## src/include/mem_arb_cfg.svh

```systemverilog
/* memory arbiter configuration
   port widths of the shared memory port and the length of the I/D priority rotation */

`ifndef MEM_ARB_CFG_SVH
`define MEM_ARB_CFG_SVH

// memory address width
`define MEM_ADDR_W		64

// store data width, data side only
`define MEM_DATA_W		64

// response tag width, zero tag means no response
`define MEM_TAG_W		4

// instruction/data rotation length
// instruction fetch has first claim in one slot of each period
`define MEM_ABT_PERIOD	4

`endif
```

## src/rtl/mem_arb_pkg.sv

```systemverilog
/* memory arbiter types
   command encoding and the request bundles of the instruction and data sides */

`include "mem_arb_cfg.svh"

package mem_arb_pkg;

	//--------------------------------------------------
	// memory command
	//--------------------------------------------------
	typedef enum logic [1:0] {
		MEM_NONE	= 2'd0,
		MEM_LOAD	= 2'd1,
		MEM_STORE	= 2'd2
	} mem_cmd_e;

	//--------------------------------------------------
	// request bundles
	//--------------------------------------------------
	// instruction fetch request, one per core plus the winner
	typedef struct packed {
		mem_cmd_e					cmd;
		logic	[`MEM_ADDR_W-1:0]	addr;
	} imem_req_t;

	// data controller request, carries store data
	typedef struct packed {
		mem_cmd_e					cmd;
		logic	[`MEM_ADDR_W-1:0]	addr;
		logic	[`MEM_DATA_W-1:0]	data;
	} dmem_req_t;

endpackage : mem_arb_pkg

```

## src/rtl/dual_core_mem_arbiter.sv

```systemverilog
/* dual core memory arbiter
   shares one memory port among two instruction fetch units and the data controller */

`timescale 1ns/1ps

`include "mem_arb_cfg.svh"

module dual_core_mem_arbiter
	import mem_arb_pkg::*;
(
	input	logic						clk,
	input	logic						rst,

	// requesters
	input	imem_req_t					core0_imem_req_i,
	input	imem_req_t					core1_imem_req_i,
	input	dmem_req_t					dmem_req_i,

	// memory side
	input	logic	[`MEM_TAG_W-1:0]	mem_response_i,
	output	mem_cmd_e					mem_cmd_o,
	output	logic	[`MEM_ADDR_W-1:0]	mem_addr_o,
	output	logic	[`MEM_DATA_W-1:0]	mem_data_o,

	// per requester response tags
	output	logic	[`MEM_TAG_W-1:0]	core0_response_o,
	output	logic	[`MEM_TAG_W-1:0]	core1_response_o,
	output	logic	[`MEM_TAG_W-1:0]	dmem_response_o
);

	//--------------------------------------------------
	// between the two arbiters
	//--------------------------------------------------
	imem_req_t					imem_req;
	logic	[`MEM_TAG_W-1:0]	imem_response;

	// first level, core0 vs core1 fetch
	imem_port_arbiter imem_arb (
		.clk				(clk),
		.rst				(rst),
		.core0_req_i		(core0_imem_req_i),
		.core1_req_i		(core1_imem_req_i),
		.req_o				(imem_req),
		.response_i			(imem_response),
		.core0_response_o	(core0_response_o),
		.core1_response_o	(core1_response_o)
	);

	// second level, fetch winner vs data
	mem_port_arbiter mem_arb (
		.clk				(clk),
		.rst				(rst),
		.imem_req_i			(imem_req),
		.dmem_req_i			(dmem_req_i),
		.mem_response_i		(mem_response_i),
		.mem_cmd_o			(mem_cmd_o),
		.mem_addr_o			(mem_addr_o),
		.mem_data_o			(mem_data_o),
		.imem_response_o	(imem_response),
		.dmem_response_o	(dmem_response_o)
	);

endmodule : dual_core_mem_arbiter

```

## src/rtl/mem_port_arbiter.sv

```systemverilog
/* memory port arbiter
   picks instruction or data request by a rotating priority vector and drives the memory port */

`timescale 1ns/1ps

`include "mem_arb_cfg.svh"

module mem_port_arbiter
	import mem_arb_pkg::*;
(
	input	logic						clk,
	input	logic						rst,

	// instruction winner and data controller requests
	input	imem_req_t					imem_req_i,
	input	dmem_req_t					dmem_req_i,

	// response tag from memory
	input	logic	[`MEM_TAG_W-1:0]	mem_response_i,

	// shared memory port
	output	mem_cmd_e					mem_cmd_o,
	output	logic	[`MEM_ADDR_W-1:0]	mem_addr_o,
	output	logic	[`MEM_DATA_W-1:0]	mem_data_o,

	// tag back to each side
	output	logic	[`MEM_TAG_W-1:0]	imem_response_o,
	output	logic	[`MEM_TAG_W-1:0]	dmem_response_o
);

	localparam int ABT_VEC_W = `MEM_ABT_PERIOD;

	//--------------------------------------------------
	// rotating priority vector
	//--------------------------------------------------
	// one-hot, bit 0 set means instruction fetch has first claim
	logic	[ABT_VEC_W-1:0]	abt_vec_r;

	always_ff @(posedge clk) begin
		if (rst) begin
			abt_vec_r <= {{(ABT_VEC_W-1){1'b0}}, 1'b1};
		end else begin
			// rotate right by one each cycle
			abt_vec_r <= {abt_vec_r[0], abt_vec_r[ABT_VEC_W-1:1]};
		end
	end

	//--------------------------------------------------
	// grant
	//--------------------------------------------------
	logic	imem_vld;
	logic	dmem_vld;
	logic	imem_gnt;
	logic	dmem_gnt;

	assign imem_vld = (imem_req_i.cmd != MEM_NONE);
	assign dmem_vld = (dmem_req_i.cmd != MEM_NONE);

	always_comb begin
		imem_gnt = 1'b0;
		dmem_gnt = 1'b0;
		if (abt_vec_r[0]) begin
			// instruction slot
			imem_gnt = imem_vld;
			dmem_gnt = dmem_vld & ~imem_vld;
		end else begin
			// data slot, three of every period
			dmem_gnt = dmem_vld;
			imem_gnt = imem_vld & ~dmem_vld;
		end
	end

	//--------------------------------------------------
	// memory port
	//--------------------------------------------------
	always_comb begin
		if (dmem_gnt) begin
			mem_cmd_o	= dmem_req_i.cmd;
			mem_addr_o	= dmem_req_i.addr;
		end else begin
			// also the idle case, instruction cmd is MEM_NONE then
			mem_cmd_o	= imem_req_i.cmd;
			mem_addr_o	= imem_req_i.addr;
		end
	end

	// only the data side ever writes
	assign mem_data_o = dmem_req_i.data;

	//--------------------------------------------------
	// response split
	//--------------------------------------------------
	assign imem_response_o = imem_gnt ? mem_response_i : '0;
	assign dmem_response_o = dmem_gnt ? mem_response_i : '0;

endmodule : mem_port_arbiter

```

## src/rtl/imem_port_arbiter.sv

```systemverilog
/* instruction request arbiter
   picks one of two cores' fetch requests by a toggling priority bit, routes the tag back */

`timescale 1ns/1ps

`include "mem_arb_cfg.svh"

module imem_port_arbiter
	import mem_arb_pkg::*;
(
	input	logic						clk,
	input	logic						rst,

	// fetch requests from the two cores
	input	imem_req_t					core0_req_i,
	input	imem_req_t					core1_req_i,

	// winning request towards the I/D arbiter
	output	imem_req_t					req_o,

	// response tag from the I/D arbiter
	input	logic	[`MEM_TAG_W-1:0]	response_i,
	output	logic	[`MEM_TAG_W-1:0]	core0_response_o,
	output	logic	[`MEM_TAG_W-1:0]	core1_response_o
);

	//--------------------------------------------------
	// priority bit
	//--------------------------------------------------
	// 0 gives core0 first claim, 1 gives core1 first claim
	logic	core1_first_r;

	always_ff @(posedge clk) begin
		if (rst) begin
			core1_first_r <= 1'b0;
		end else begin
			// flips every cycle, requests or not
			core1_first_r <= ~core1_first_r;
		end
	end

	//--------------------------------------------------
	// grant
	//--------------------------------------------------
	logic	core0_vld;
	logic	core1_vld;
	logic	core0_gnt;
	logic	core1_gnt;

	assign core0_vld = (core0_req_i.cmd != MEM_NONE);
	assign core1_vld = (core1_req_i.cmd != MEM_NONE);

	always_comb begin
		core0_gnt = 1'b0;
		core1_gnt = 1'b0;
		if (core1_first_r) begin
			// core1 preferred
			core1_gnt = core1_vld;
			core0_gnt = core0_vld & ~core1_vld;
		end else begin
			// core0 preferred
			core0_gnt = core0_vld;
			core1_gnt = core1_vld & ~core0_vld;
		end
	end

	//--------------------------------------------------
	// request forward and response split
	//--------------------------------------------------
	// idle case forwards core0, whose command is MEM_NONE then
	assign req_o = core1_gnt ? core1_req_i : core0_req_i;

	// tag goes only to the core that was granted
	assign core0_response_o = core0_gnt ? response_i : '0;
	assign core1_response_o = core1_gnt ? response_i : '0;

endmodule : imem_port_arbiter

```

## config.mk

```make
export PLATFORM = sky130hd
export DESIGN_NAME = dual_core_mem_arbiter
export DESIGN_NICKNAME = d
export VERILOG_FILES = /design/src/rtl/mem_arb_pkg.sv /design/src/rtl/dual_core_mem_arbiter.sv /design/src/rtl/mem_port_arbiter.sv /design/src/rtl/imem_port_arbiter.sv
export VERILOG_INCLUDE_DIRS = /design/src /design/src/include
export SDC_FILE = /design/constraint.sdc
export NUM_CORES = 1
export LEC_CHECK = 0
export BUFFER_PORTS_ARGS = -buffer_cell sky130_fd_sc_hd__buf_2
export CORE_AREA = 2 2 161 163
export DETAILED_ROUTE_END_ITERATION = 10
export DIE_AREA = 0 0 163 165
export PLACE_DENSITY = 0.38
export SETUP_SLACK_MARGIN = 0.05
export SYNTH_ARGS = -nofsm -noshare
export SYNTH_HDL_FRONTEND = slang
export SYNTH_HIERARCHICAL = 1
export SYNTH_SLANG_ARGS = --single-unit
```

## constraint.sdc

```tcl
create_clock -name clk -period 5.45 [get_ports clk]
set_input_delay 1.3625 -clock clk [delete_from_list [all_inputs] [get_ports clk]]
set_output_delay 1.3625 -clock clk [all_outputs]
set_load 0.01 [all_outputs]
```

---- Word level (Yosys, flattened, before mapping) ----
Index checks and enable logic that the tools add are counted.
word-level totals
  register bits after elaboration ......... 5
  input bits .............................. 268
  output and inout port bits .............. 142
  logic and storage cells ................. 26
operators by class
  mux-type cells .......................... 11
  bitwise logic cells ..................... 9
  reduce and logical (&&, ||, !) cells .... 4
operators with widths
  kind                count
  66-bit 2-to-1 mux   1
  64-bit 2-to-1 mux   1
  4-bit 2-to-1 mux    4
  2-bit nonzero test  4
  1-bit NOT           5
  1-bit bitwise AND   4
  1-bit 2-to-1 mux    4
  2-bit 2-to-1 mux    1

---- Longest topological paths before layout ----
  depth in word-level cells ............... 10
  mapped depth ............................ 9
  gate-level depth less buffers ........... 7

---- Hierarchy ----
Netlist, hierarchy kept.
by module, submodules not included
  module             instances  cells each  area each (um2)  sequential area each (um2)
  mem_port_arbiter   1          167         1544.0           80.1
  imem_port_arbiter  1          98          1014.7           20.0

---- Worst setup path before layout ----
No wires, ideal clock.
  path type ............................... input port to output port
  start ................................... input core1_imem_req_i[65] (netlist name)
  end ..................................... output mem_addr_o[63]
  arrival ................................. 2.577 ns
  required time ........................... 4.088 ns
  path slack .............................. 1.511 ns
  stages .................................. 6
  buffers on the path ..................... 2
  cells stage by stage .................... or2_4 > o21ai_4 > buf_6 > buf_8 > mux2_4 > mux2_2
RTL lines
  what                line                         source
  start: declaration  dual_core_mem_arbiter.sv:16  input imem_req_t core1_imem_req_i,
  end: declaration    dual_core_mem_arbiter.sv:22  output logic [`MEM_ADDR_W-1:0] mem_addr_o,

==> reports/qor.txt <==
Status - completed
Die Y-Extent - 165 microns
I/O Pins - 410
Setup bufs post-CTS - 0
Vias in the first global route - 2527
Core area - 25000 sq um
Max FO, Critical Path - 68
Nets - 743
FMAX - 0.223 GHz
First-pass GRT wire length - 12.0 mm
Pins Over Slew Limit - 0
Largest net degree at the start of global routing - 69
Area growth, synth to finish - 52.3%
Setup Skew - 0.000198 ns
Unique masters post-synth - 24
Routed wire length per instance - 11.1 microns
Clock root cell - clkbuf_16
Most common cell in the netlist - mux2_2
TritonCTS clock tree - done
Syn avg cell area - 9.66 sq um
Part of the Yosys area used for sequential elements - 0.0391
Crit path DAT - 3.12 ns
Final core occ - 0.156
CTS Buf Count - 3
Iter 0 DRT Violations - 25
GRT Overall Usage - 0.0562
Detail-routed via count per cell - 3.29
Synth Cell Area - 2560 sq um
Setup violators final - 0
RSZ-0062 raised after global routing - false
Fin crit share - 0.822
Synth area leaders - mux2_2 42%, buf_4 20%, mux2_4 19%, dfxtp_1 3.9%, and2_1 2.0%
Slew headroom - 0.711
1st-pass router iterations - 4
Final antenna-violating net count - 0
Setup TNS Final - 0 ns
Layout cells sized above 1 - 0.886
Post-CTS Resized - 0
PortBufs - 281
Leakage - 0.00201 uW
PwrDens - 140 nW/um^2
Crit Path Category - input port to primary output
CTS Buffer Depth - 2
Overflow after GRT - 0
Min Tclk post-route - 4.48 ns
Actual slew at the worst max-slew pin - 0.433 ns
Nature of the critical path endpoint - primary output
Hold Path Class - register to register
Endpoints failing hold - 0
Setup crit start kind - input port
Top_reg_cell synth - dfxtp_1
Vias - 2643
Asr flop ratio synth - 0
Clock sinks - 5
Syn_nets - 533
Die W - 163 microns
# DRC - 0
Yosys top cell by area - mux2_2
Total die area - 26900 sq um
Post-synthesis cell count - 265
Worst-path clk slew - 0.03 ns
CTS H-tree depth - 1
Initial antenna violation count - 0
Worst hold margin - 0.406 ns
Post-synth top cells - 96 x mux2_2, 68 x buf_4, 32 x mux2_4, 12 x nor2_1, 10 x inv_1
Starting Density - 0.102
Number of synthesized flops with an enable pin - 0
# rows - 58
VDD IR max - 0.0700 mV
Yosys warns - 6
Post-CTS Hold Buffers - 0
ANT cells - 0
Worst skew pair latency - 0.23 ns
Maxcap violations - 0
Final GP Congestion - 0.692
#FFs+latches synth - 5
Crit path required time - 4.09 ns
Post-synth top area share - 0.422
Routed wire length - 8.93 mm
Post-DP HPWL - 7.72 mm
## worst max-delay path, stage by stage
cell	delay (ns)
buf_2	0.11
nand2_1	0.05
a21oi_1	0.06
a21oi_1	0.33
o21ai_1	0.16
o21ai_4	0.09
buf_12	0.36
mux2_2	0.39
buf_2	0.14
## logic make-up after synthesis
logic type | count (synthesis) | synth area share
simple gates | 31 | 0.0636
buf+inv | 89 | 0.255
mux | 128 | 0.610
flops | 5 | 0.0391
compound gates | 12 | 0.0318
## layout make-up
| cell class | instances | area (sq um) |
|---|---|---|
| multi-input cells | 171 | 1810 |
| fillers | 2865 | 21100 |
| well taps | 330 | 413 |
| repair buffers | 284 | 1450 |
| clock buffers | 4 | 78.8 |
| flip-flops and latches | 5 | 100 |
| inverters | 10 | 37.5 |
## metrics by stage
stage,total power [uW],worst slack [ns],std cells,instance area [sq um]
final,547,0.970,804,3900
after CTS,557,0.970,804,3900
after global placement,435,0.986,800,3820
after detailed placement,433,0.968,800,3820
after global routing,588,0.816,804,3900
after floorplan,328,1.51,265,2560
## per-layer routing
metal / vias to the layer above / share of wire / global-route usage
li1: 1270 / - / -
met1: 1139 / 0.30 / 0.0476
met2: 213 / 0.56 / 0.124
met3: 21 / 0.12 / 0.0105
met4: 0 / 0.023 / 0.0229
met5: - / 0 / 0
## final timing paths
path | cells after the start | start | end | slack [ns]
hold reg to reg | 1 | mem_arb/abt_vec_r[1] | mem_arb/abt_vec_r[0] | 0.41
hold / removal | 1 | mem_arb/abt_vec_r[1] | mem_arb/abt_vec_r[0] | 0.41
setup / recovery | 9 | core1_imem_req_i[65] | mem_addr_o[38] | 0.97
setup reg to reg | 1 | mem_arb/abt_vec_r[1] | mem_arb/abt_vec_r[0] | 4.78
## sequential cells by signal, summed over array words and instances, names as in the netlist
| register | count |
|---|---|
| imem_arb/core1_first_r | 1 |
| mem_arb/abt_vec_r | 4 |
## power by group
part	internal [uW]	switching, uW
Combinational	227	157
Clock	97.0	24.3
Sequential	38.8	2.04
## cell usage in the layout (no fill, tap or decap), drive strengths merged
master    n
a21oi     6
a31oi     2
and2      8
buf     284
clkbuf    4
dfxtp     5
inv      10
mux2    128
nand2     2
nand2b    2
nor2     13
nor2b     3
nor3b     1
o21ai     3
o22a      1
or2       2
(Power assumes the default switching activity.)
